==> src/hw/rv_pkg.sv <==
package rv_pkg;

  // Datapath and register file geometry
  localparam int xlen       = 64;
  localparam int instr_w    = 32;
  localparam int reg_addr_w = 5;
  localparam int num_regs   = 32;

  // RV64I major opcodes handled by the core
  localparam logic [6:0] op_reg    = 7'b0110011;
  localparam logic [6:0] op_imm    = 7'b0010011;
  localparam logic [6:0] op_reg_w  = 7'b0111011;
  localparam logic [6:0] op_imm_w  = 7'b0011011;
  localparam logic [6:0] op_lui    = 7'b0110111;
  localparam logic [6:0] op_system = 7'b1110011;

  typedef logic [xlen-1:0]       double_word;
  typedef logic [instr_w-1:0]    instr_word;
  typedef logic [reg_addr_w-1:0] reg_addr;

  typedef enum logic [3:0] {
    alu_add,
    alu_sub,
    alu_and,
    alu_or,
    alu_xor,
    alu_sll,
    alu_srl,
    alu_sra,
    alu_slt,
    alu_sltu,
    alu_pass_b
  } alu_op_e;

  // Where execute takes an operand from
  typedef enum logic [1:0] {
    fwd_none,
    fwd_alu,
    fwd_wb
  } fwd_src_e;

endpackage

==> src/hw/instruction_decode.sv <==
`timescale 1ns/10ps

module instruction_decode (
  input  logic               clk,
  input  logic               arst_n,
  input  logic               instr_valid,
  input  rv_pkg::instr_word  instr,
  output rv_pkg::reg_addr    rs1_addr,
  output rv_pkg::reg_addr    rs2_addr,
  input  rv_pkg::double_word rs1_data,
  input  rv_pkg::double_word rs2_data,
  input  logic               ex_valid,
  input  logic               ex_write_rd,
  input  rv_pkg::reg_addr    ex_rd,
  input  logic               wb_write_rd,
  input  rv_pkg::reg_addr    wb_rd,
  output logic               dec_valid,
  output rv_pkg::double_word dec_op_1,
  output rv_pkg::double_word dec_op_2,
  output rv_pkg::fwd_src_e   dec_fwd_1,
  output rv_pkg::fwd_src_e   dec_fwd_2,
  output rv_pkg::alu_op_e    dec_alu_op,
  output logic               dec_word_op,
  output rv_pkg::reg_addr    dec_rd,
  output logic               dec_write_rd,
  output logic               dec_final
);

  logic [6:0]         opcode;
  logic [2:0]         funct3;
  rv_pkg::double_word imm_i;
  rv_pkg::double_word imm_u;
  rv_pkg::double_word op_2_d;
  rv_pkg::alu_op_e    alu_op_d;
  logic               word_op_d;
  logic               uses_rs2_d;
  logic               writes_d;
  logic               final_d;

  // Source indices kept for the forwarding compare in the next cycle
  rv_pkg::reg_addr    src_1_q;
  rv_pkg::reg_addr    src_2_q;
  logic               uses_rs2_q;

  function automatic rv_pkg::alu_op_e funct3_op(input logic [2:0] f3, input logic alt);
    case (f3)
      3'b000:  return alt ? rv_pkg::alu_sub : rv_pkg::alu_add;
      3'b001:  return rv_pkg::alu_sll;
      3'b010:  return rv_pkg::alu_slt;
      3'b011:  return rv_pkg::alu_sltu;
      3'b100:  return rv_pkg::alu_xor;
      3'b101:  return alt ? rv_pkg::alu_sra : rv_pkg::alu_srl;
      3'b110:  return rv_pkg::alu_or;
      default: return rv_pkg::alu_and;
    endcase
  endfunction

  assign opcode   = instr[6:0];
  assign funct3   = instr[14:12];
  assign rs1_addr = instr[19:15];
  assign rs2_addr = instr[24:20];
  assign imm_i    = {{(rv_pkg::xlen-12){instr[31]}}, instr[31:20]};
  assign imm_u    = {{(rv_pkg::xlen-32){instr[31]}}, instr[31:12], 12'b0};

  always_comb begin
    alu_op_d   = rv_pkg::alu_add;
    op_2_d     = imm_i;
    word_op_d  = 1'b0;
    uses_rs2_d = 1'b0;
    writes_d   = 1'b0;
    final_d    = 1'b0;
    case (opcode)
      rv_pkg::op_reg: begin
        alu_op_d   = funct3_op(funct3, instr[30]);
        op_2_d     = rs2_data;
        uses_rs2_d = 1'b1;
        writes_d   = 1'b1;
      end
      rv_pkg::op_imm: begin
        // Bit 30 of an I immediate only selects SRAI
        alu_op_d = funct3_op(funct3, instr[30] && funct3 == 3'b101);
        writes_d = 1'b1;
      end
      rv_pkg::op_reg_w: begin
        alu_op_d   = funct3_op(funct3, instr[30]);
        op_2_d     = rs2_data;
        word_op_d  = 1'b1;
        uses_rs2_d = 1'b1;
        writes_d   = funct3 inside {3'b000, 3'b001, 3'b101};
      end
      rv_pkg::op_imm_w: begin
        alu_op_d  = funct3_op(funct3, instr[30] && funct3 == 3'b101);
        word_op_d = 1'b1;
        writes_d  = funct3 inside {3'b000, 3'b001, 3'b101};
      end
      rv_pkg::op_lui: begin
        alu_op_d = rv_pkg::alu_pass_b;
        op_2_d   = imm_u;
        writes_d = 1'b1;
      end
      rv_pkg::op_system: begin
        final_d = funct3 == 3'b000 && instr[31:20] == 12'h000;
      end
      default: begin
        writes_d = 1'b0;
      end
    endcase
  end

  always_ff @(posedge clk or negedge arst_n) begin
    if (!arst_n) begin
      dec_valid    <= 1'b0;
      dec_op_1     <= '0;
      dec_op_2     <= '0;
      dec_alu_op   <= rv_pkg::alu_add;
      dec_word_op  <= 1'b0;
      dec_rd       <= '0;
      dec_write_rd <= 1'b0;
      dec_final    <= 1'b0;
      src_1_q      <= '0;
      src_2_q      <= '0;
      uses_rs2_q   <= 1'b0;
    end else begin
      dec_valid <= instr_valid;
      if (instr_valid) begin
        dec_op_1     <= rs1_data;
        dec_op_2     <= op_2_d;
        dec_alu_op   <= alu_op_d;
        dec_word_op  <= word_op_d;
        dec_rd       <= instr[11:7];
        dec_write_rd <= writes_d && instr[11:7] != '0;
        dec_final    <= final_d;
        src_1_q      <= rs1_addr;
        src_2_q      <= rs2_addr;
        uses_rs2_q   <= uses_rs2_d;
      end
    end
  end

  // Newest producer wins
  function automatic rv_pkg::fwd_src_e pick_src(input rv_pkg::reg_addr src, input logic used);
    if (!used || src == '0) begin
      return rv_pkg::fwd_none;
    end else if (ex_valid && ex_write_rd && ex_rd == src) begin
      return rv_pkg::fwd_alu;
    end else if (wb_write_rd && wb_rd == src) begin
      return rv_pkg::fwd_wb;
    end else begin
      return rv_pkg::fwd_none;
    end
  endfunction

  always_comb begin
    dec_fwd_1 = pick_src(src_1_q, 1'b1);
    dec_fwd_2 = pick_src(src_2_q, uses_rs2_q);
  end

endmodule

==> config.mk <==
export PLATFORM = sky130hd
export DESIGN_NAME = instruction_decode
export DESIGN_NICKNAME = d
export VERILOG_FILES = /design/src/hw/rv_pkg.sv /design/src/hw/instruction_decode.sv
export SDC_FILE = /design/constraint.sdc
export NUM_CORES = 1
export LEC_CHECK = 0
export ABC_CLOCK_PERIOD_IN_PS = 2550
export BUFFER_PORTS_ARGS = -buffer_cell sky130_fd_sc_hd__buf_2
export CAP_MARGIN = 20
export CORE_AREA = 2 2 129 131
export DETAILED_ROUTE_END_ITERATION = 12
export DIE_AREA = 0 0 131 133
export GPL_ROUTABILITY_DRIVEN = 0
export GPL_TIMING_DRIVEN = 0
export PLACE_DENSITY_LB_ADDON = 0.2
export REMOVE_ABC_BUFFERS = 1
export SYNTH_ARGS = -nofsm -noshare
export SYNTH_HDL_FRONTEND = slang
export SYNTH_SLANG_ARGS = --single-unit
==> constraint.sdc <==
create_clock -name clk -period 2.55 [get_ports clk]
set_input_delay 0.3825 -clock clk [delete_from_list [all_inputs] [get_ports clk]]
set_output_delay 0.3825 -clock clk [all_outputs]
set_load 0.02 [all_outputs]
Word level (Yosys, flattened, before mapping)
Cells that the tools add are included.
Storage, ports and cells
  register bits after elaboration: 152
  bits in latches: 0
  memory bits (writable): 0
  memory bits (read-only): 0
  bits of input ports: 176
  output and inout port bits: 155
  word-level logic and storage cells: 65
  memories kept: 0
Operators by class
  $add $sub $neg: 0
  multipliers: 0
  divide/modulo/power cells: 0
  order comparisons: 0
  equality and inequality tests: 16
  shifts and indexed selects: 0
  mux-type cells: 18
  bitwise logic cells: 0
  reduce and logical (&&, ||, !) cells: 20
Operator list (count)
  $pmux W64 S2: 1
  $pmux W4 S7: 2
  $eq A7 B6 Y1 const B: 3
  $eq A5 B5 Y1: 4
  $eq A7 B5 Y1 const B: 2
  $logic_not A12 Y1: 1
  $mux W2: 6
  $pmux W4 S3: 1
  $logic_not A5 Y1: 2
  $eq A3 B3 Y1 const B: 3
  $logic_and A1 B1 Y1: 8
  $eq A7 B7 Y1 const B: 1
  $mux W1: 7
  $eq A3 B2 Y1 const B: 2
  $reduce_or A2 Y1: 3
  $reduce_bool A5 Y1: 1
  $eq A3 B1 Y1 const B: 1
  $logic_not A3 Y1: 1
  $reduce_bool A3 Y1: 1
  $reduce_or A3 Y1: 1
  $pmux W1 S2: 1
  $logic_not A1 Y1: 1
  $logic_or A1 B1 Y1: 1

Depth between registers and ports, before layout
Gate-level depths: netlist (run 1).
  word-level depth: 5
  gate-level depth with buffers: 6
  mapped depth without buffers: 4

Worst setup path after synthesis (run 1)
No wires, ideal clock.
  path type: reg-to-output
  start: reg src_2_q[0]
  end: out dec_fwd_2[0]
  arrival time: 1.400 ns
  required time: 2.168 ns
  path slack: 0.767 ns
  cell stages (with the launch flop): 4
  cell sequence: dfrtp_1 -> xnor2_1 -> nand4_1 -> nor4b_1
Between the ends
  cells in the longest elaborated chain, start to end: 4
  elaborated cells between the ends (all ways): 6
  those cells by class: eq/ne (1); mux (2); reduce/logical (3)
Ends and longest elaborated chain
  from (decl): RTL line instruction_decode.sv:42  | rv_pkg::reg_addr src_2_q;
  from (signal assigned): RTL line instruction_decode.sv:134  | src_2_q <= rs2_addr;
  $eq A5 B5 Y1: RTL line instruction_decode.sv:144  | end else if (ex_valid && ex_write_rd && ex_rd == src) begin
  $logic_and A1 B1 Y1: RTL line instruction_decode.sv:144
  $mux W2: RTL line instruction_decode.sv:144
  $mux W2 (*): RTL line instruction_decode.sv:142  | if (!used || src == '0) begin
  to (decl): RTL line instruction_decode.sv:21  | output rv_pkg::fwd_src_e dec_fwd_2,
Every way passes the cells marked *; elsewhere a longest branch is shown, timed or not.

Worst setup path after layout (run 1)
  start: reg src_1_q[1]
  end: out dec_fwd_1[1]
Between the ends
  cells in the longest elaborated chain, start to end: 5
  elaborated cells between the ends (all ways): 8
  those cells by class: eq/ne (2); mux (3); reduce/logical (3)
Ends and longest elaborated chain
  from (decl): RTL line instruction_decode.sv:41  | rv_pkg::reg_addr src_1_q;
  from (signal assigned): RTL line instruction_decode.sv:133  | src_1_q <= rs1_addr;
  $eq A5 B5 Y1: RTL line instruction_decode.sv:146  | end else if (wb_write_rd && wb_rd == src) begin
  $logic_and A1 B1 Y1: RTL line instruction_decode.sv:146
  $mux W2: RTL line instruction_decode.sv:146
  $mux W2: RTL line instruction_decode.sv:144
  $mux W2 (*): RTL line instruction_decode.sv:142
  to (decl): RTL line instruction_decode.sv:20  | output rv_pkg::fwd_src_e dec_fwd_1,
Marks and branches as above.

==> flow_summary.yaml, run 1 <==
run_status:
  outcome: "finished, final reports clean"
detailed_routing:
  totalWireLength_mm: 18.8
  drc_errors: 0
  drt-pass1-iter-count: 4
  drt_iter0_markers: 203
  routedWlPerCell_um: 16.8
  num_vias: 5529
  routed_via_density: 4.95
  ant_nets: 0
synthesis:
  synth-edff-count: 0
  synth-seq-area-share: 0.577
  ys_ff_latch: 152
  ys.flop_type: "dfrtp_1"
  yosys_warnings: 0
  synth_top_area_frac: 0.577
  syn_avg_cell_area_um2: 11.6
  synth_cells: 569
  synth_cell_types: 42
  synth_top_area_cell: "dfrtp_1"
  syn-cell-area_um2: 6590
  async_flop_share: 1.00
  synth.most_common_cell: "dfrtp_1"
  synth_area_leaders: "dfrtp_1 58%, mux2_2 14%, a21oi_1 7.1%"
  synthTopCellsByCount: "152 x dfrtp_1, 93 x a21oi_1, 82 x mux2_2"
sta:
  final.setup.worst_slack_ns: 0.200
  skew_ns: 0
  worstMarginPinSlew_ns: 0.890
  finalHoldViolCount: 0
  timing.hold.ws_ns: 0.186
  max_freq_mhz: 425
  min_period_ns: 2.35
  finalMaxSlewViolations: 0
  setup_viol: 0
  rsz0062_at_grt: "false"
  maxSlewHeadroom: 0.407
  min_period_over_period: 0.922
finish:
  drive_gt1_frac: 0.510
  area_delta_synth_final_pct: 37.8
  postLayoutCellArea_um2: 9080
  fin_util: 0.562
  nNetsFinal: 1055
place:
  dp_worst_setup_slack_ns: 0.0428
  dp_hpwl_mm: 13.4
  io_buffers: 330
  place_area_um2: 8460
global_route:
  overflow: 0
  grt_pass1_wl_mm: 28.7
  grt_max_degree: 118
  grt_pass1_vias: 5366
  grt_use_total: 0.215
  antenna_found_initial: 4
cts:
  cts_tree: "built"
  cts_root_buf: "clkbuf_16"
  post-cts-setup-buffer-count: 0
  cts_resized: 0
  insertion_delay_ns: 0.42
  cts.clk_slew.worst_paths_ns: 0.06
  cts-buffers-inserted: 17
  cts_max_path_buffers: 2
  clock_sinks: 152
  cts_max_level: 4
power:
  power_w: 0.00649
  p_int_w: 0.00464
  p_sw_w: 0.00185
  p_leak_nw: 4.31
  p_clk_frac: 0.397
  power_frac_comb: 0.177
  powerDensity_nw_per_um2: 714
  peakVddDrop_uv: 441
  p_seq_frac: 0.426
  switching_share: 0.285
worst_setup_path:
  cpPeakStageDelay_ns: 0.56
  worstSetupPathType: "register to primary output"
  cp_cell_sequence: "or4_1 -> a21oi_1 -> nor4_1 -> and4_1 -> buf_2"
  cp-start-kind: "register"
  reg2reg_depth: 1
  cp-end-kind: "primary output"
  regToRegSetupSlack_ns: 1.70
  slowest_stage: "or4_1"
  critPathMaxFanout: 4
  cp.required_ns: 2.17
  worstPathArrival_ns: 1.97
run:
  maxCapViolCount: 0
die:
  die_y_um: 133
  num_rows: 47
  dieArea_um2: 17400
  pin_count: 331
  coreArea_um2: 16200
  start_util: 0.408
  die_w_um: 131
worst_hold_path:
  worstHoldPathType: "primary input to register"
  hold_path_depth: 2
==> power by group through the flow <==
stage                     combinational (W)  sequential (W)  clock, W
after detailed placement            0.00116         0.00280         0
after CTS                           0.00116         0.00277   0.00263
final                               0.00115         0.00276   0.00257
after global placement              0.00115         0.00280         0
after floorplan                    0.000299         0.00307         0
after global routing                0.00124         0.00279   0.00274
==> worst paths after layout <==
| check | from | end |
|---|---|---|
| setup reg to reg | src_1_q[0]$_DFFE_PN0P_ | src_1_q[0]$_DFFE_PN0P_ |
| hold / removal | rs1_data[40] | dec_op_1[40]$_DFFE_PN0P_ |
| hold reg to reg | dec_op_1[47]$_DFFE_PN0P_ | dec_op_1[47]$_DFFE_PN0P_ |
| max in group asynchronous | arst_n | dec_op_2[42]$_DFFE_PN0P_ |
| setup / recovery | src_1_q[1]$_DFFE_PN0P_ | dec_fwd_1[1] |
| min in group asynchronous | arst_n | dec_op_2[0]$_DFFE_PN0P_ |
==> cell type report <==
cell class	count	area, µm²
Clock inverter	12	138
Tap cell	220	275
Sequential cell	152	3800
Timing Repair Buffer	338	1860
Fill cell	1453	7090
Clock buffer	20	467
Multi-Input combinational cell	364	2510
Antenna cell	4	10.0
Inverter	6	22.5
==> layout by cell type (no fill, tap or decap), types with 10 or more instances in the layout <==
master / n
a21oi_1: 93
a22oi_1: 19
buf_2: 328
clkbuf_16: 17
dfrtp_1: 152
mux2_2: 82
nand2_1: 14
nand2b_1: 11
nand3_1: 23
nor2_1: 60
xnor2_1: 10
==> state kept, by name (all words and copies together) (netlist names) <==
signal,count
dec_final,1
dec_op_1,64
dec_rd,5
dec_op_2,64
uses_rs2_q,1
dec_alu_op,4
dec_write_rd,1
dec_word_op,1
src_1_q,5
dec_valid,1
src_2_q,5
==> layer usage <==
| layer | share of wire | wire length (µm) | GRT usage | up-vias |
|---|---|---|---|---|
| met4 | 0.023 | 435 | 0.0904 | 0 |
| met3 | 0.087 | 1640 | 0.0748 | 29 |
| li1 | - | - | - | 2633 |
| met5 | 0 | 0 | 0 | - |
| met1 | 0.41 | 7680 | 0.264 | 2623 |
| met2 | 0.48 | 9050 | 0.342 | 244 |
==> logic make-up after synthesis <==
kind of cell,synth area share
flops,0.577
simple gates,0.108
compound gates,0.107
mux,0.140
buf+inv,0.0433
xor+xnor,0.0252
==> worst max-delay path: cells and delay by family (launching register included) <==
| family | cells | cell delay (ns) |
|---|---|---|
| and+or+nand+nor | 3 | 0.82 |
| AOI/OAI and AO/OA | 1 | 0.14 |
| DFF | 1 | 0.43 |
| buffers and inverters | 1 | 0.15 |
==> per-stage QoR <==
stage,TNS (ns),instances
floorplan,-23.64,522
global placement,-435.60,1072
detailed placement,0,1079
CTS,0,1112
global route,0,1116
finish,0,1116
==> repair_timing <==
| item | in CTS | in global routing |
|---|---|---|
| hold buffers | 1 | 0 |
| hold endpoints to repair | 14 | 0 |
| setup endpoints to repair | 0 | 0 |
Note: power is estimated with default switching activity, not from simulation.
==> inputs of run 2 (changes only) <==
--- a/config.mk
+++ b/config.mk
@@ -14,6 +14,7 @@
 export GPL_ROUTABILITY_DRIVEN = 0
 export GPL_TIMING_DRIVEN = 0
 export PLACE_DENSITY_LB_ADDON = 0.2
+export RECOVER_POWER = 100
 export REMOVE_ABC_BUFFERS = 1
 export SYNTH_ARGS = -nofsm -noshare
 export SYNTH_HDL_FRONTEND = slang
==> run 2 against run 1 <==
The run now ends with max-capacitance violations, max-slew violations left. Final cell count is the same. First-iteration DRC count up 19%. Global-route usage unchanged. Clock skew stayed put. Via count fell by 0.45%. Worst setup slack got worse by 0.0040 ns. Register-to-register slack about the same. Combinational power down 6%. Core utilization fell by 1.7 points. Critical endpoint unchanged. Largest cell class unchanged.
==> flow_summary.yaml, run 2 (synthesized netlist as in run 1, its figures left out) <==
cts:
  cts_tree: "built"
  insertion_delay_ns: 0.42
  cts_max_level: 4
  post-cts-setup-buffer-count: 0
  cts.clk_slew.worst_paths_ns: 0.07
  cts-buffers-inserted: 17
  ctsHoldBuffers: 1
  cts_max_path_buffers: 2
  cts_resized: 0
  cts_root_buf: "clkbuf_16"
  clock_sinks: 152
sta:
  finalHoldViolCount: 0
  rsz0062_at_grt: "false"
  max_freq_mhz: 425
  maxSlewHeadroom: -0.221
  final.setup.worst_slack_ns: 0.196
  min_period_ns: 2.35
  finalMaxSlewViolations: 72
  setup_viol: 0
  skew_ns: 0
  min_period_over_period: 0.923
  worstMarginPinSlew_ns: 1.83
die:
  num_rows: 47
  die_y_um: 133
  die_w_um: 131
  pin_count: 331
  dieArea_um2: 17400
  coreArea_um2: 16200
  start_util: 0.408
run_status:
  violations: "max-capacitance violations, max-slew violations"
  outcome: "finished, violations left"
detailed_routing:
  ant_nets: 0
  drt_iter0_markers: 242
  drc_errors: 0
  routed_via_density: 4.93
  num_vias: 5504
  totalWireLength_mm: 18.8
  routedWlPerCell_um: 16.9
  drt-pass1-iter-count: 5
worst_setup_path:
  cp.buffers_inverters: 1
  cpPeakStageDelay_ns: 0.57
  regToRegSetupSlack_ns: 1.71
  cp.required_ns: 2.17
  worstSetupPathType: "register to primary output"
  worstPathArrival_ns: 1.97
  critPathMaxFanout: 4
  cp-start-kind: "register"
  cp-end-kind: "primary output"
  slowest_stage: "or4_1"
  cp_cell_sequence: "or4_1 -> a21oi_1 -> nor4_1 -> and4_1 -> clkbuf_2"
  cpLargestDelayFamily: "simple AND/OR/NAND/NOR gates"
finish:
  layout.cells.most_common: "buf_2"
  area_delta_synth_final_pct: 33.6
  drive_gt1_frac: 0.335
  nNetsFinal: 1055
  reg_top3: "dec_op_1 x64, dec_op_2 x64"
  layout_common_cells: "172 x buf_2, 155 x clkbuf_1, 152 x dfrtp_1, 93 x a21oi_1, 82 x mux2_2"
  layout.cells.non_filler: 1116
  postLayoutCellArea_um2: 8810
global_route:
  overflow: 0
  antenna_found_initial: 4
  grt_pass1_wl_mm: 28.7
  grt_pass1_vias: 5366
  grt_use_total: 0.215
  grt_max_degree: 118
power:
  power_w: 0.00643
  peakVddDrop_uv: 437
  switching_share: 0.289
  power_frac_comb: 0.168
  p_sw_w: 0.00186
  p_seq_frac: 0.431
  powerDensity_nw_per_um2: 729
  p_clk_frac: 0.401
  p_leak_nw: 3.84
  p_int_w: 0.00457
place:
  dp_hpwl_mm: 13.4
  dpl.cell_count: 1079
  dp_worst_setup_slack_ns: 0.0428
  place_area_um2: 8460
  io_buffers: 330
worst_hold_path:
  worstHoldPathType: "primary input to register"
run:
  maxCapViolCount: 1
run 2: final cells by class:
cell class              instances  area, µm²
flip-flops and latches        152       3800
inverters                       6       22.5
well taps                     220        275
clock buffers                  20        467
repair buffers                338       1610
fillers                      1545       7360
clock inverters                12        138
multi-input cells             364       2480
diodes                          4       10.0
run 2: final timing paths:
| kind | cells after the start | end | start |
|---|---|---|---|
| worst max-delay path | 5 | dec_fwd_1[1] | src_1_q[1]$_DFFE_PN0P_ |
| worst min-delay path | 2 | dec_op_1[40]$_DFFE_PN0P_ | rs1_data[40] |
| worst max register to register | 1 | src_1_q[0]$_DFFE_PN0P_ | src_1_q[0]$_DFFE_PN0P_ |
| worst min register to register | 1 | dec_op_1[47]$_DFFE_PN0P_ | dec_op_1[47]$_DFFE_PN0P_ |
| max in group asynchronous | 3 | dec_op_2[42]$_DFFE_PN0P_ | arst_n |
| min in group asynchronous | 2 | dec_op_1[53]$_DFFE_PN0P_ | arst_n |
run 2: power by group through the flow:
stage	combinational (W)	sequential, W	clock (W)
final	0.00108	0.00277	0.00258
after global routing	0.00118	0.00280	0.00274
after CTS	0.00116	0.00277	0.00263
after detailed placement	0.00116	0.00280	0
after global placement	0.00115	0.00280	0
after floorplan	0.000299	0.00307	0
run 2: per-stage QoR:
step | hold slack, ns | TNS (ns) | util
detailed placement | 0.441 | 0 | 0.523
floorplan | 0.0869 | -23.64 | -
global route | 0.167 | 0 | 0.545
global placement | 0.480 | -435.60 | 0.511
CTS | 0.164 | 0 | 0.561
finish | 0.186 | 0 | 0.545
run 2: routing by layer:
metal | wire length [µm] | GRT usage
met2 | 9170 | 0.342
met3 | 1600 | 0.0748
met4 | 380 | 0.0904
met5 | 0 | 0
met1 | 7670 | 0.264
