[src/hw/rv_pkg.sv]
package rv_pkg;

  // Datapath and register file geometry
  localparam int xlen       = 64;
  localparam int instr_w    = 32;
  localparam int reg_addr_w = 5;
  localparam int num_regs   = 32;

  // RV64I major opcodes handled by the core
  localparam logic [6:0] op_reg    = 7'b0110011;
  localparam logic [6:0] op_imm    = 7'b0010011;
  localparam logic [6:0] op_reg_w  = 7'b0111011;
  localparam logic [6:0] op_imm_w  = 7'b0011011;
  localparam logic [6:0] op_lui    = 7'b0110111;
  localparam logic [6:0] op_system = 7'b1110011;

  typedef logic [xlen-1:0]       double_word;
  typedef logic [instr_w-1:0]    instr_word;
  typedef logic [reg_addr_w-1:0] reg_addr;

  typedef enum logic [3:0] {
    alu_add,
    alu_sub,
    alu_and,
    alu_or,
    alu_xor,
    alu_sll,
    alu_srl,
    alu_sra,
    alu_slt,
    alu_sltu,
    alu_pass_b
  } alu_op_e;

  // Where execute takes an operand from
  typedef enum logic [1:0] {
    fwd_none,
    fwd_alu,
    fwd_wb
  } fwd_src_e;

endpackage

[src/hw/writeback_stage.sv]
`timescale 1ns/10ps

module writeback_stage (
  input  logic               clk,
  input  logic               arst_n,
  input  logic               ex_valid,
  input  rv_pkg::reg_addr    ex_rd,
  input  logic               ex_write_rd,
  input  logic               ex_final,
  input  rv_pkg::double_word ex_result,
  output logic               wb_valid,
  output rv_pkg::reg_addr    wb_rd,
  output logic               wb_write_rd,
  output rv_pkg::double_word wb_value,
  output logic               reg_write_en,
  output logic               done
);

  // Nothing retires once the program has ended
  assign reg_write_en = ex_valid && ex_write_rd && !done;

  // Every strobe is a register write
  assign wb_write_rd = wb_valid;

  always_ff @(posedge clk or negedge arst_n) begin
    if (!arst_n) begin
      wb_valid <= 1'b0;
      wb_rd    <= '0;
      wb_value <= '0;
      done     <= 1'b0;
    end else begin
      wb_valid <= reg_write_en;
      if (reg_write_en) begin
        wb_rd    <= ex_rd;
        wb_value <= ex_result;
      end
      if (ex_valid && ex_final) begin
        done <= 1'b1;
      end
    end
  end

endmodule

[config.mk]
export PLATFORM = sky130hd
export DESIGN_NAME = writeback_stage
export DESIGN_NICKNAME = d
export VERILOG_FILES = /design/src/hw/rv_pkg.sv /design/src/hw/writeback_stage.sv
export SDC_FILE = /design/constraint.sdc
export NUM_CORES = 1
export LEC_CHECK = 0
export BUFFER_PORTS_ARGS = -buffer_cell sky130_fd_sc_hd__buf_2
export CAP_MARGIN = 10
export CORE_ASPECT_RATIO = 0.5
export CORE_MARGIN = 10
export CORE_UTILIZATION = 35
export CTS_CLUSTER_SIZE = 16
export DETAILED_ROUTE_END_ITERATION = 8
export GPL_ROUTABILITY_DRIVEN = 1
export PLACE_DENSITY = 0.65
export REMOVE_ABC_BUFFERS = 1
export SYNTH_ARGS = -nofsm -noshare
export SYNTH_HDL_FRONTEND = slang
export SYNTH_SLANG_ARGS = --single-unit
[constraint.sdc]
create_clock -name clk -period 3.4 [get_ports clk]
set_clock_uncertainty 0.2 [all_clocks]
set_input_delay 0.51 -clock clk [delete_from_list [all_inputs] [get_ports clk]]
set_output_delay 0.51 -clock clk [all_outputs]
set_load 0.01 [all_outputs]
# ---- Word-level counts from Yosys, hierarchy flattened
# Cells that the tools add are included.
# W data, S select, Z words.
dict set report word_totals {
  output_inout_bits 73
  word_cells 8
  regBits 71
}
dict set report classes {
  reduce_logical 4
}
# op n
set ops {}
lappend ops {{$logic_and A1 B1 Y1} 3}
lappend ops {{$logic_not A1 Y1} 1}

# ---- Longest topological paths before layout
# Gate-level depths: netlist of the first run.
dict set report logic_depth {
  ltp_word 2
  mapped_depth 3
  ltp_nobuf 2
}

# ---- Worst setup path before layout of the first run
# Ideal clock, no wire load.
dict set report synth_path {
  kind {input to output}
  from {input port ex_write_rd}
  to {output port reg_write_en}
  required_ns 2.690
  arrival_ns 0.908
  path_slack_ns 1.782
  stages 3
  path_cell_list {nand3b_4 buf_4 inv_1}
}
dict set report synth_via {
  elab_chain_cells 2
}
# item line
set synth_lines {}
lappend synth_lines {{start: declaration} writeback_stage.sv:8} ;# input logic ex_write_rd,
lappend synth_lines {{$logic_and A1 B1 Y1 (2 in series)} writeback_stage.sv:20} ;# assign reg_write_en = ex_valid && ex_write_rd && !done;
lappend synth_lines {{end: declaration} writeback_stage.sv:15} ;# output logic reg_write_en,
# Every way passes these cells.

# ---- Final worst setup path of the first run
dict set report layout_path {
  from {register done}
  to {output port reg_write_en}
}
dict set report layout_via {
  elab_chain_cells 2
}
# item line
set layout_lines {}
lappend layout_lines {{start: declaration} writeback_stage.sv:16} ;# output logic done
lappend layout_lines {{start signal: assignment} writeback_stage.sv:30} ;# done <= 1'b0;
lappend layout_lines {{start signal: assignment} writeback_stage.sv:38} ;# done <= 1'b1;
lappend layout_lines {{$logic_not A1 Y1} writeback_stage.sv:20}
lappend layout_lines {{$logic_and A1 B1 Y1} writeback_stage.sv:20}
# Every way passes these cells.

==> results of run 1 <==
==> layout make-up <==
type	instances	area [sq um]	area share (%)
Multi-Input combinational cell	71	805	21.4
Sequential cell	71	1780	47.2
Clock buffer	11	253	6.71
Tap cell	96	120	3.19
Timing Repair Buffer	150	763	20.3
Inverter	1	3.75	0.0997
Clock inverter	4	45.0	1.20
==> metrics by stage <==
stage	cell area, sq um	setup slack (ns)
3_3_place_gp	3460	1.18
6_report	3770	1.13
2_1_floorplan	2580	1.35
3_5_place_dp	3460	1.11
4_1_cts	3770	1.08
5_1_grt	3770	0.998
==> power breakdown <==
group,switching (uW),internal [uW]
Clock,330,599
Combinational,211,229
Sequential,67.1,993
==> final timing paths <==
kind                               from            to  slack [ns]
setup / recovery                   done  reg_write_en        1.13
hold / removal             ex_result[2]   wb_value[2]        0.19
setup reg to reg                   done  wb_value[39]        1.36
hold reg to reg             wb_value[2]   wb_value[2]        0.28
max in group asynchronous        arst_n  wb_value[24]        1.84
min in group asynchronous        arst_n   wb_value[1]        0.44
==> registers in the layout (all words and copies together) (netlist names) <==
| name | flops |
|---|---|
| wb_valid | 1 |
| wb_rd | 5 |
| wb_value | 64 |
| done | 1 |
==> what timing repair did <==
item / in CTS / in global routing
hold endpoints to repair: 16 / 0
setup endpoints to repair: 0 / 0
hold buffers: 1 / 0
==> kinds of logic after synthesis <==
family,count (synthesis),synth area share [%]
mux,69,29.2
simple gates,1,0.753
flops,71,66.8
buf+inv,9,2.96
compound gates,1,0.282
==> per-layer routing <==
metal | GRT usage [%] | vias up
met5 | 0 | -
met4 | 6.78 | 0
met3 | 4.78 | 14
met2 | 25.1 | 49
met1 | 10.2 | 902
li1 | - | 828
==> placed cells by master (no fill, tap or decap) <==
master | netlist | layout
sky130_fd_sc_hd__a21o_1 | 1 | 1
sky130_fd_sc_hd__buf_2 | 0 | 146
sky130_fd_sc_hd__buf_4 | 4 | 3
sky130_fd_sc_hd__bufinv_16 | 0 | 1
sky130_fd_sc_hd__clkbuf_16 | 0 | 9
sky130_fd_sc_hd__clkbuf_8 | 0 | 2
sky130_fd_sc_hd__clkinv_2 | 0 | 3
sky130_fd_sc_hd__dfrtp_1 | 71 | 71
sky130_fd_sc_hd__dlygate4sd3_1 | 0 | 1
sky130_fd_sc_hd__inv_1 | 1 | 1
sky130_fd_sc_hd__mux2_1 | 6 | 6
sky130_fd_sc_hd__mux2_2 | 63 | 63
sky130_fd_sc_hd__nand3b_4 | 1 | 1
==> key figures, run 1 <==
Synthesis
  • Fraction of synthesized cell area taken by the top area cell type: 66.8%
  • Most numerous cell in the Yosys netlist: sky130_fd_sc_hd__dfrtp_1
  • Yosys top cell by area: sky130_fd_sc_hd__dfrtp_1
  • Most used standard cells in the synthesized netlist: sky130_fd_sc_hd__dfrtp_1, sky130_fd_sc_hd__mux2_2, sky130_fd_sc_hd__mux2_1, sky130_fd_sc_hd__buf_4, sky130_fd_sc_hd__buf_6
  • Synthesized cell area: 0.00266 sq mm
  • Fraction of synthesis flops using an asynchronous set or reset pin: 100%
  • Synth area leaders: sky130_fd_sc_hd__dfrtp_1, sky130_fd_sc_hd__mux2_2, sky130_fd_sc_hd__mux2_1
  • Most used flip-flop cell after synthesis: sky130_fd_sc_hd__dfrtp_1
  • Proportion of synthesized chip area in sequential cells: 66.8%
  • Number of warnings reported in the yosys synthesis log: 0
  • Mean instance size in the synthesized netlist: 17.6 sq um
  • Number of enable flip-flop cells after synthesis: 0
  • Number of instances in the synthesized netlist: 151
  • Total of flip-flops plus latches after synthesis: 71
  • Synth cell types: 8

Clocking
  • Worst skew pair latency: 0.33 ns
  • CTS resizes: 0
  • CTS Buffer Depth: 2
  • Number of H-tree levels: 3
  • Clock buffer count from CTS: 9
  • TritonCTS clock tree: done
  • Clock transition at the register clock pins on the worst setup and hold paths after CTS: 0.05 ns
  • Number of clock sinks: 71
  • Number of buffers inserted to repair setup after CTS: 0
  • Clk root buf: sky130_fd_sc_hd__clkbuf_16

Timing
  • Final number of setup-violating endpoints: 0
  • Final critical-path share of the clock period: 66.7%
  • Setup repair after global routing missed its margin: no
  • Max transition margin: 65.4%
  • Total Neg Setup Slack: 0 ns
  • Highest achievable clock rate: 441 MHz
  • Time the final worst path needs with I/O delays and setup: 2.27 ns
  • Worst Tran Pin Value: 0.518 ns
  • Hold WS: 0.187 ns
  • Final Slew Violations: 0
  • Final hold viol count: 0

Detailed routing
  • Detailed-route DRC error count: 0
  • Detailed-routing iteration count for the pre-antenna-repair pass: 4
  • Number of design-rule violations left by the first detailed-router iteration: 58
  • Vias: 1793
  • Met2 routed WL: 4.29 mm
  • Detailed-routing wirelength on met1: 2.26 mm
  • Amount of wire on met3 after detailed routing: 353 microns
  • Highest signal layer in the routed design: met4
  • Antenna-violating nets left: 0
  • DR vias/cell: 4.44
  • Final Routed Wirelength: 7.08 mm
  • Final routed wire length divided by cell count: 17.5 microns

Worst setup path
  • Worst-path cell chain: nand3b_4, inv_1, buf_2
  • Slowest stage delay, CP: 0.49 ns
  • Slowest library cell on the worst path: sky130_fd_sc_hd__nand3b_4
  • Startpoint types: flip-flop
  • Worst path buffer plus inverter count: 2
  • CP Data Required Time: 2.69 ns
  • Kind of cell adding the most delay to the critical path: simple AND/OR/NAND/NOR gates
  • Critical path start-end classification: reg -> out
  • Endpoint class of the critical path: output pin
  • Peak fanout along the critical path: 37
  • Crit path depth: 3
  • Crit path DAT: 1.56 ns
  • Worst Reg2Reg Path Length in Cells: 3

GRT
  • Maximum number of pins on one net before global-route repair: 38
  • Global-route wire length before repair: 10.7 mm
  • Total global-route track usage: 12.3%
  • Remaining global-route overflow: 0
  • Number of global-route vias before repair: 2055
  • Antenna violations before repair: 0

Floorplanning
  • Die area: 0.0117 sq mm
  • DIE HEIGHT: 81.6 microns
  • Area of the core: 0.00735 sq mm
  • Number of rows created at floorplan: 22
  • Die W: 143 microns
  • Effective utilization at floorplan: 36.2%
  • Top-level port count: 147

Outcome
  • Status: finished clean

Final layout
  • Filler cell count in the final layout: 648
  • Fin util: 51.2%
  • Area growth syn-to-layout: 41.6%
  • Antenna cell count: 0
  • Final net count: 378
  • Final Non-Filler Cells: 404
  • Fraction of final layout cells with drive strength greater than 1: 74.0%

Hold path
  • Kind of path behind the tightest hold check: in -> reg
  • Min-Delay Path Depth: 2

Pwr
  • Pwr Density: 645 mW/mm^2
  • Tot Pwr: 2430 uW
  • Leakage: 0.00204 uW
  • Worst ir drop on vdd: 0.295 mV

Placed design
  • Placer Congestion: 0.660
  • IO buf count: 146
  • Dpl hpwl: 5.69 mm
  • Dpl cells: 388

Job
  • Number of max-capacitance violations reported: 0
Note: power is estimated with default switching activity, not from simulation.
==> run 2, diff against run 1 <==
Settings changed: ABC_AREA from default to 1, PLACE_DENSITY 0.65 to 0.63.
Clock period 3.4 ns to 2.25 ns, I/O delays scaled along.
==> run 2 against run 1 <==
Clock power is 35% higher. Hold slack worse by 0.13 ns. Synthesized cell count is 110% higher. First-iteration DRC count grew to 4.2 times the previous value. Sequential power is 21% higher. Count of clock-buffer cells in the layout is 3 higher. Largest cell class unchanged. Sequential share of layout area is 2.6 points lower. Synthesized area is 9.6% higher. Critical endpoint unchanged. Highest routed layer unchanged. Setup slack worse by 0.77 ns. Register-to-register slack worse by 0.64 ns.
==> key figures, run 2 <==
Clocking
  • Clock buffer count from CTS: 9 (unchanged)
  • Clock transition at the register clock pins on the worst setup and hold paths after CTS: 0.05 ns (about the same)
  • TritonCTS clock tree: done
  • Number of H-tree levels: 3 (unchanged)
  • Worst skew pair latency: 0.33 ns (about the same)
  • CTS resizes: 0 (unchanged)
  • CTS Buffer Depth: 2 (unchanged)
  • Number of clock sinks: 71 (unchanged)
  • Clk root buf: sky130_fd_sc_hd__clkbuf_16

Placed design
  • Placer Congestion: 0.783 (+19%)
  • Pre-CTS worst setup slack: 0.657 ns (-0.455 ns)
  • Dpl hpwl: 6.54 mm (+15%)
  • Dpl cells: 548 (+41%)
  • IO buf count: 146 (unchanged)

Detailed routing
  • Detailed-routing wirelength on met1: 3.67 mm (+63%)
  • Met2 routed WL: 5.04 mm (+17%)
  • Number of design-rule violations left by the first detailed-router iteration: 243 (+320%)
  • Highest signal layer in the routed design: met4
  • Final routed wire length divided by cell count: 16.8 microns (-4.2%)
  • DR vias/cell: 4.73 (+6.7%)
  • Detailed-routing iteration count for the pre-antenna-repair pass: 4 (unchanged)
  • Amount of wire on met3 after detailed routing: 472 microns (+34%)
  • Detailed-route DRC error count: 0 (unchanged)
  • Vias: 2680 (+49%)
  • Antenna-violating nets left: 0 (unchanged)
  • Final Routed Wirelength: 9.50 mm (+34%)

Worst setup path
  • Endpoint class of the critical path: output pin
  • Slowest stage delay, CP: 0.38 ns (-0.11 ns)
  • Worst-path cell chain: inv_2, nand3_2, inv_1, buf_2
  • Crit path DAT: 1.36 ns (-0.20 ns)
  • Critical path start-end classification: reg -> out
  • Critical R2R Launch: done
  • Slowest library cell on the worst path: sky130_fd_sc_hd__dfrtp_1
  • Startpoint types: flip-flop
  • CP Data Required Time: 1.71 ns (-0.98 ns)
  • End of the worst register-to-register path: wb_value[5]
  • Peak fanout along the critical path: 10 (-73%)
  • Worst Reg2Reg Path Length in Cells: 5 (+2)
  • Flop-to-flop setup slack: 0.72 ns (-0.64 ns)

GRT
  • Remaining global-route overflow: 0 (unchanged)
  • Antenna violations before repair: 1 (+1)
  • Global-route wire length before repair: 15.2 mm (+42%)
  • Maximum number of pins on one net before global-route repair: 72 (+89%)
  • Number of global-route vias before repair: 2779 (+35%)
  • Total global-route track usage: 15.1% (+2.7 points)

Hold path
  • Hold Path End: wb_value[39]
  • Hold Crit Start: ex_result[39]
  • Min-Delay Path Depth: 3 (+1)
  • Kind of path behind the tightest hold check: in -> reg

Pwr
  • Worst ir drop on vdd: 0.373 mV (+26%)
  • Sequential share of power: 47.9% (+4.3 points)
  • Power share of the combinational group: 5.1% (-13 points)
  • Leakage: 0.00244 uW (+20%)
  • Total net switching power: 567 uW (-6.8%)
  • Tot Pwr: 2670 uW (+9.8%)
  • Internal Power: 2100 uW (+15%)
  • Pwr Density: 670 mW/mm^2 (+3.9%)
  • Clock network fraction of total power: 47.0% (+8.8 points)
  • Net Sw Frac: 21.3% (-3.8 points)

Floorplanning
  • Top-level port count: 147 (unchanged)
  • Number of rows created at floorplan: 23 (+4.5%)
  • Die W: 149 microns (+4.0%)
  • Die area: 0.0126 sq mm (+7.7%)
  • Area of the core: 0.00806 sq mm (+9.6%)
  • DIE HEIGHT: 84.5 microns (+3.5%)
  • Effective utilization at floorplan: 36.2% (about the same)

Synthesis
  • Most used standard cells in the synthesized netlist: sky130_fd_sc_hd__nand2_1, sky130_fd_sc_hd__dfrtp_1, sky130_fd_sc_hd__nand4_1, sky130_fd_sc_hd__buf_2, sky130_fd_sc_hd__clkbuf_1
  • Number of instances in the synthesized netlist: 314 (+110%)
  • Number of warnings reported in the yosys synthesis log: 0 (unchanged)
  • Number of enable flip-flop cells after synthesis: 0 (unchanged)
  • Total of flip-flops plus latches after synthesis: 71 (unchanged)
  • Fraction of synthesized cell area taken by the top area cell type: 60.9% (-5.8 points)
  • Most used flip-flop cell after synthesis: sky130_fd_sc_hd__dfrtp_1
  • Yosys top cell by area: sky130_fd_sc_hd__dfrtp_1
  • Fraction of synthesis flops using an asynchronous set or reset pin: 100% (unchanged)
  • Synth area leaders: sky130_fd_sc_hd__dfrtp_1, sky130_fd_sc_hd__nand2_1, sky130_fd_sc_hd__nand4_1
  • Mean instance size in the synthesized netlist: 9.28 sq um (-47%)
  • Proportion of synthesized chip area in sequential cells: 60.9% (-5.8 points)
  • Synthesized cell area: 0.00292 sq mm (+9.6%)
  • Most numerous cell in the Yosys netlist: sky130_fd_sc_hd__nand2_1
  • Synth cell types: 10 (+2)

Timing
  • Worst Tran Pin Value: 0.756 ns (+0.238 ns)
  • Highest achievable clock rate: 528 MHz
  • Time the final worst path needs with I/O delays and setup: 1.89 ns
  • Final number of setup-violating endpoints: 0 (unchanged)
  • Final critical-path share of the clock period: 84.1%
  • Total Neg Setup Slack: 0 ns (unchanged)
  • Setup repair after global routing missed its margin: no
  • Final hold viol count: 0 (unchanged)
  • Final worst slack: 0.357 ns (-0.775 ns)
  • Hold WS: 0.0590 ns (-0.128 ns)
  • Max transition margin: 49.6% (-16 points)
  • Final Slew Violations: 0 (unchanged)

Final layout
  • Largest registers in the final layout: wb_value: 64 flops, wb_rd: 5 flops
  • Fraction of final layout cells with drive strength greater than 1: 36.6% (-37 points)
  • Register name with the most flops: wb_value
  • Final net count: 523 (+38%)
  • Area growth syn-to-layout: 36.6%
  • Most common library cell in the layout ignoring fill and taps: sky130_fd_sc_hd__buf_2
  • Final Non-Filler Cells: 566 (+40%)
  • Commonest non-fill, non-tap cells in the layout: sky130_fd_sc_hd__buf_2, sky130_fd_sc_hd__nand2_1, sky130_fd_sc_hd__dfrtp_1
  • Number of flip-flops under the largest register name: 64 (unchanged)

Outcome
  • Status: finished clean

Job
  • Number of max-capacitance violations reported: 0 (unchanged)
-- run 2: changes by cell type after synthesis, sizes merged, moves of 4 or more --
cell,before,now
clkbuf,0,4
mux2,69,0
nand2,0,140
buf,8,27
nand4,0,69
-- run 2: worst max path at each step --
stage	start	end	slack, ns	cells after the start
after detailed placement	ex_write_rd	wb_value[16]	0.66	4
after global placement	ex_valid	wb_value[41]	0.67	4
after CTS	done	reg_write_en	0.32	4
final	done	reg_write_en	0.36	4
after floorplan	done	reg_write_en	-0.52	3
after global routing	done	reg_write_en	0.26	4
-- run 2: repair_timing --
item,CTS,global route
hold endpoints to repair,72,0
hold buffers,2,0
buffers inserted,0,0
-- run 2: cells by family after synthesis --
logic type / after synthesis / share of synthesized area (%)
and+or+nand+nor: 210 / 33.2
DFF: 71 / 60.9
buffers and inverters: 33 / 5.88
-- run 2: worst max-delay path, delay by kind of cell, from the launching register on --
family	cells	cell delay [ns]
buffers and inverters	3	0.41
flip-flops	1	0.38
AND/OR/NAND/NOR	1	0.23
-- run 2: layout make-up --
type | instances | area (sq um)
multi-input cells | 210 | 967
fillers | 802 | 4080
inverters | 2 | 7.51
diodes | 1 | 2.50
clock inverters | 1 | 5.00
flip-flops and latches | 71 | 1780
well taps | 112 | 140
clock buffers | 14 | 254
repair buffers | 155 | 828
-- run 2: metal layers --
metal | vias to the layer above | global-route usage [%]
li1 | 1332 | -
met1 | 1266 | 16.1
met2 | 59 | 26.3
met3 | 23 | 5.35
met4 | 0 | 7.00
met5 | - | 0
-- run 2: power groups by stage --
stage	registers, uW	logic [uW]	clock network [uW]
2_1_floorplan	1300	1.01	0
3_3_place_gp	1300	134	0
3_5_place_dp	1300	134	0
4_1_cts	1280	137	1280
5_1_grt	1280	150	1360
6_report	1280	136	1250
-- run 2: through the flow --
step           cell area [sq um]  utilization, %
3_5_place_dp                3700            45.9
4_1_cts                     3980            49.4
2_1_floorplan               2750               -
6_report                    3980            49.4
5_1_grt                     3980            49.4
3_3_place_gp                3700            45.9
==> run 3, diff against run 2 <==
Settings changed: ABC_AREA 1 to 0, PLACE_DENSITY 0.63 to 0.65.
Clock period 2.25 ns to 1.9 ns, I/O delays scaled along.
==> run 3 against run 2 <==
Cell count down 16%. First-iteration DRC count down 60%. Hold slack worse by 0.045 ns. Critical path type unchanged. Critical endpoint unchanged. Largest cell class unchanged.
==> key figures, run 3 (synthesis results as in run 1) <==
Pwr
  • Internal Power: 3290 uW (+57%)
  • Pwr Density: 967 mW/mm^2 (+44%)
  • Leakage: 0.00237 uW (-3.0%)
  • Power share of the combinational group: 20.9% (+16 points)
  • Total net switching power: 1080 uW (+91%)
  • Worst ir drop on vdd: 0.579 mV (+55%)
  • Clock network fraction of total power: 35.6% (-11 points)
  • Net Sw Frac: 24.8% (+3.5 points)
  • Sequential share of power: 43.5% (-4.4 points)

Worst setup path
  • Worst-path cell chain: nand3b_4, buf_16, inv_1, buf_2
  • Critical R2R Launch: done
  • Slowest library cell on the worst path: sky130_fd_sc_hd__dfrtp_1
  • Peak fanout along the critical path: 18 (+8)
  • Crit path DAT: 1.31 ns (-0.05 ns)
  • Worst path buffer plus inverter count: 3 (unchanged)
  • Slowest stage delay, CP: 0.40 ns (+0.02 ns)
  • Kind of cell adding the most delay to the critical path: flip-flops
  • Worst Setup SP: done
  • Endpoint class of the critical path: output pin
  • Startpoint types: flip-flop
  • CP Data Required Time: 1.41 ns (-0.30 ns)
  • Critical path start-end classification: reg -> out

Final layout
  • Final net count: 448 (-14%)
  • Commonest non-fill, non-tap cells in the layout: sky130_fd_sc_hd__buf_2, sky130_fd_sc_hd__dfrtp_1, sky130_fd_sc_hd__dlygate4sd3_1
  • Number of flip-flops under the largest register name: 64 (unchanged)
  • Fin util: 61.5% (+12 points)
  • Most common library cell in the layout ignoring fill and taps: sky130_fd_sc_hd__buf_2
  • Fraction of final layout cells with drive strength greater than 1: 60.5% (+24 points)
  • Area growth syn-to-layout: 70.0%
  • Antenna cell count: 0 (-1)
  • Largest registers in the final layout: wb_value: 64 flops, wb_rd: 5 flops
  • Final Non-Filler Cells: 473 (-16%)
  • Register name with the most flops: wb_value

Job
  • Number of max-capacitance violations reported: 0 (unchanged)

Timing
  • Time the final worst path needs with I/O delays and setup: 1.79 ns
  • Max transition margin: 74.7% (+25 points)
  • Final number of setup-violating endpoints: 0 (unchanged)
  • Final Slew Violations: 0 (unchanged)
  • Total Neg Setup Slack: 0 ns (unchanged)
  • Hold WS: 0.0138 ns (-0.0453 ns)
  • Final critical-path share of the clock period: 94.3%
  • Final worst slack: 0.108 ns (-0.249 ns)
  • Final hold viol count: 0 (unchanged)
  • Worst Tran Pin Value: 0.379 ns (-0.377 ns)
  • Highest achievable clock rate: 558 MHz
  • Setup repair after global routing missed its margin: no

Clocking
  • TritonCTS clock tree: done
  • Worst skew pair latency: 0.32 ns (about the same)
  • Clock buffer count from CTS: 9 (unchanged)
  • CTS Buffer Depth: 2 (unchanged)
  • Clk root buf: sky130_fd_sc_hd__clkbuf_16
  • Number of H-tree levels: 3 (unchanged)
  • Number of clock sinks: 71 (unchanged)
  • Clock transition at the register clock pins on the worst setup and hold paths after CTS: 0.05 ns (about the same)

Floorplanning
  • Die area: 0.0117 sq mm (-7.2%)
  • Die W: 143 microns (-3.9%)
  • Area of the core: 0.00735 sq mm (-8.8%)
  • Top-level port count: 147 (unchanged)
  • Effective utilization at floorplan: 36.2% (about the same)
  • Number of rows created at floorplan: 22 (-4.3%)
  • DIE HEIGHT: 81.6 microns (-3.4%)

Detailed routing
  • Amount of wire on met3 after detailed routing: 408 microns (-14%)
  • Antenna-violating nets left: 0 (unchanged)
  • Final Routed Wirelength: 8.42 mm (-11%)
  • Final routed wire length divided by cell count: 17.8 microns (+6.1%)
  • Detailed-routing wirelength on met1: 2.84 mm (-23%)
  • Number of design-rule violations left by the first detailed-router iteration: 97 (-60%)
  • Detailed-routing iteration count for the pre-antenna-repair pass: 4 (unchanged)
  • DR vias/cell: 4.39 (-7.3%)
  • Vias: 2076 (-23%)
  • Detailed-route DRC error count: 0 (unchanged)
  • Met2 routed WL: 5.10 mm (+1.1%)
  • Highest signal layer in the routed design: met4

Hold path
  • Hold Crit Start: ex_result[29]
  • Kind of path behind the tightest hold check: in -> reg

Outcome
  • Status: finished clean

Placed design
  • Pre-CTS worst setup slack: 0.300 ns (-0.357 ns)
  • Dpl cells: 387 (-29%)
  • Dpl hpwl: 5.45 mm (-17%)
  • IO buf count: 146 (unchanged)
  • Placer Congestion: 0.671 (-14%)

GRT
  • Antenna violations before repair: 0 (-1)
  • Remaining global-route overflow: 0 (unchanged)
  • Number of global-route vias before repair: 2531 (-8.9%)
  • Global-route wire length before repair: 12.8 mm (-16%)
  • Maximum number of pins on one net before global-route repair: 72 (unchanged)
  • Total global-route track usage: 14.3% (-0.75 points)
## run 3: cell count changes in the layout (fill, tap and decap cells not counted), sizes merged, moves of 4 or more
cell         change
dlygate4sd3     +67
mux2            +69
nand2          -140
buf              -4
nand4           -69
## run 3: repair_timing
item,CTS,global route
resized for setup,1,0
endpoints found under the hold margin,139,0
gates cloned,1,1
hold buffers,69,0
endpoints found under the setup margin,1,1
setup buffers,0,1
## run 3: final cells by class
| cell class | instances | area [sq um] |
|---|---|---|
| clock buffers | 14 | 284 |
| fillers | 535 | 2830 |
| inverters | 1 | 3.75 |
| multi-input cells | 71 | 805 |
| flip-flops and latches | 71 | 1780 |
| well taps | 96 | 120 |
| repair buffers | 220 | 1530 |
## run 3: path summary, 6_finish.rpt
check	end	slack, ns	cells past startpoint
min	wb_value[29]	0.01	2
max	reg_write_en	0.11	4
max reg2reg	wb_value[60]	0.14	4
min reg2reg	wb_value[4]	0.29	1
min in group asynchronous	wb_value[37]	0.33	3
max in group asynchronous	wb_value[7]	0.85	3
## run 3: routing by layer
| layer | GRT usage [%] | vias up |
|---|---|---|
| met3 | 4.95 | 6 |
| met5 | 0 | - |
| met1 | 12.8 | 1036 |
| met2 | 29.6 | 56 |
| met4 | 5.47 | 0 |
| li1 | - | 978 |
## run 3: worst reg2reg max path, delay by kind of cell (launching register included)
kind,cells,cell delay [ns]
buffers and inverters,2,0.52
flip-flops,1,0.38
multiplexers,1,0.37
AND/OR/NAND/NOR,1,0.17
## run 3: power groups by stage
stage                     Sequential, uW  Combinational, uW  Clock, uW
final                               1900                913       1560
after global routing                1940                983       1680
after global placement              1900                791          0
after floorplan                     2050                217          0
after detailed placement            1920                811          0
after CTS                           1900                925       1610
## run 3: through the flow
stage / instance area, sq um / power (uW)
detailed placement: 3480 / 2740
floorplan: 2580 / 2270
global placement: 3480 / 2700
CTS: 4490 / 4430
global route: 4520 / 4600
finish: 4520 / 4380
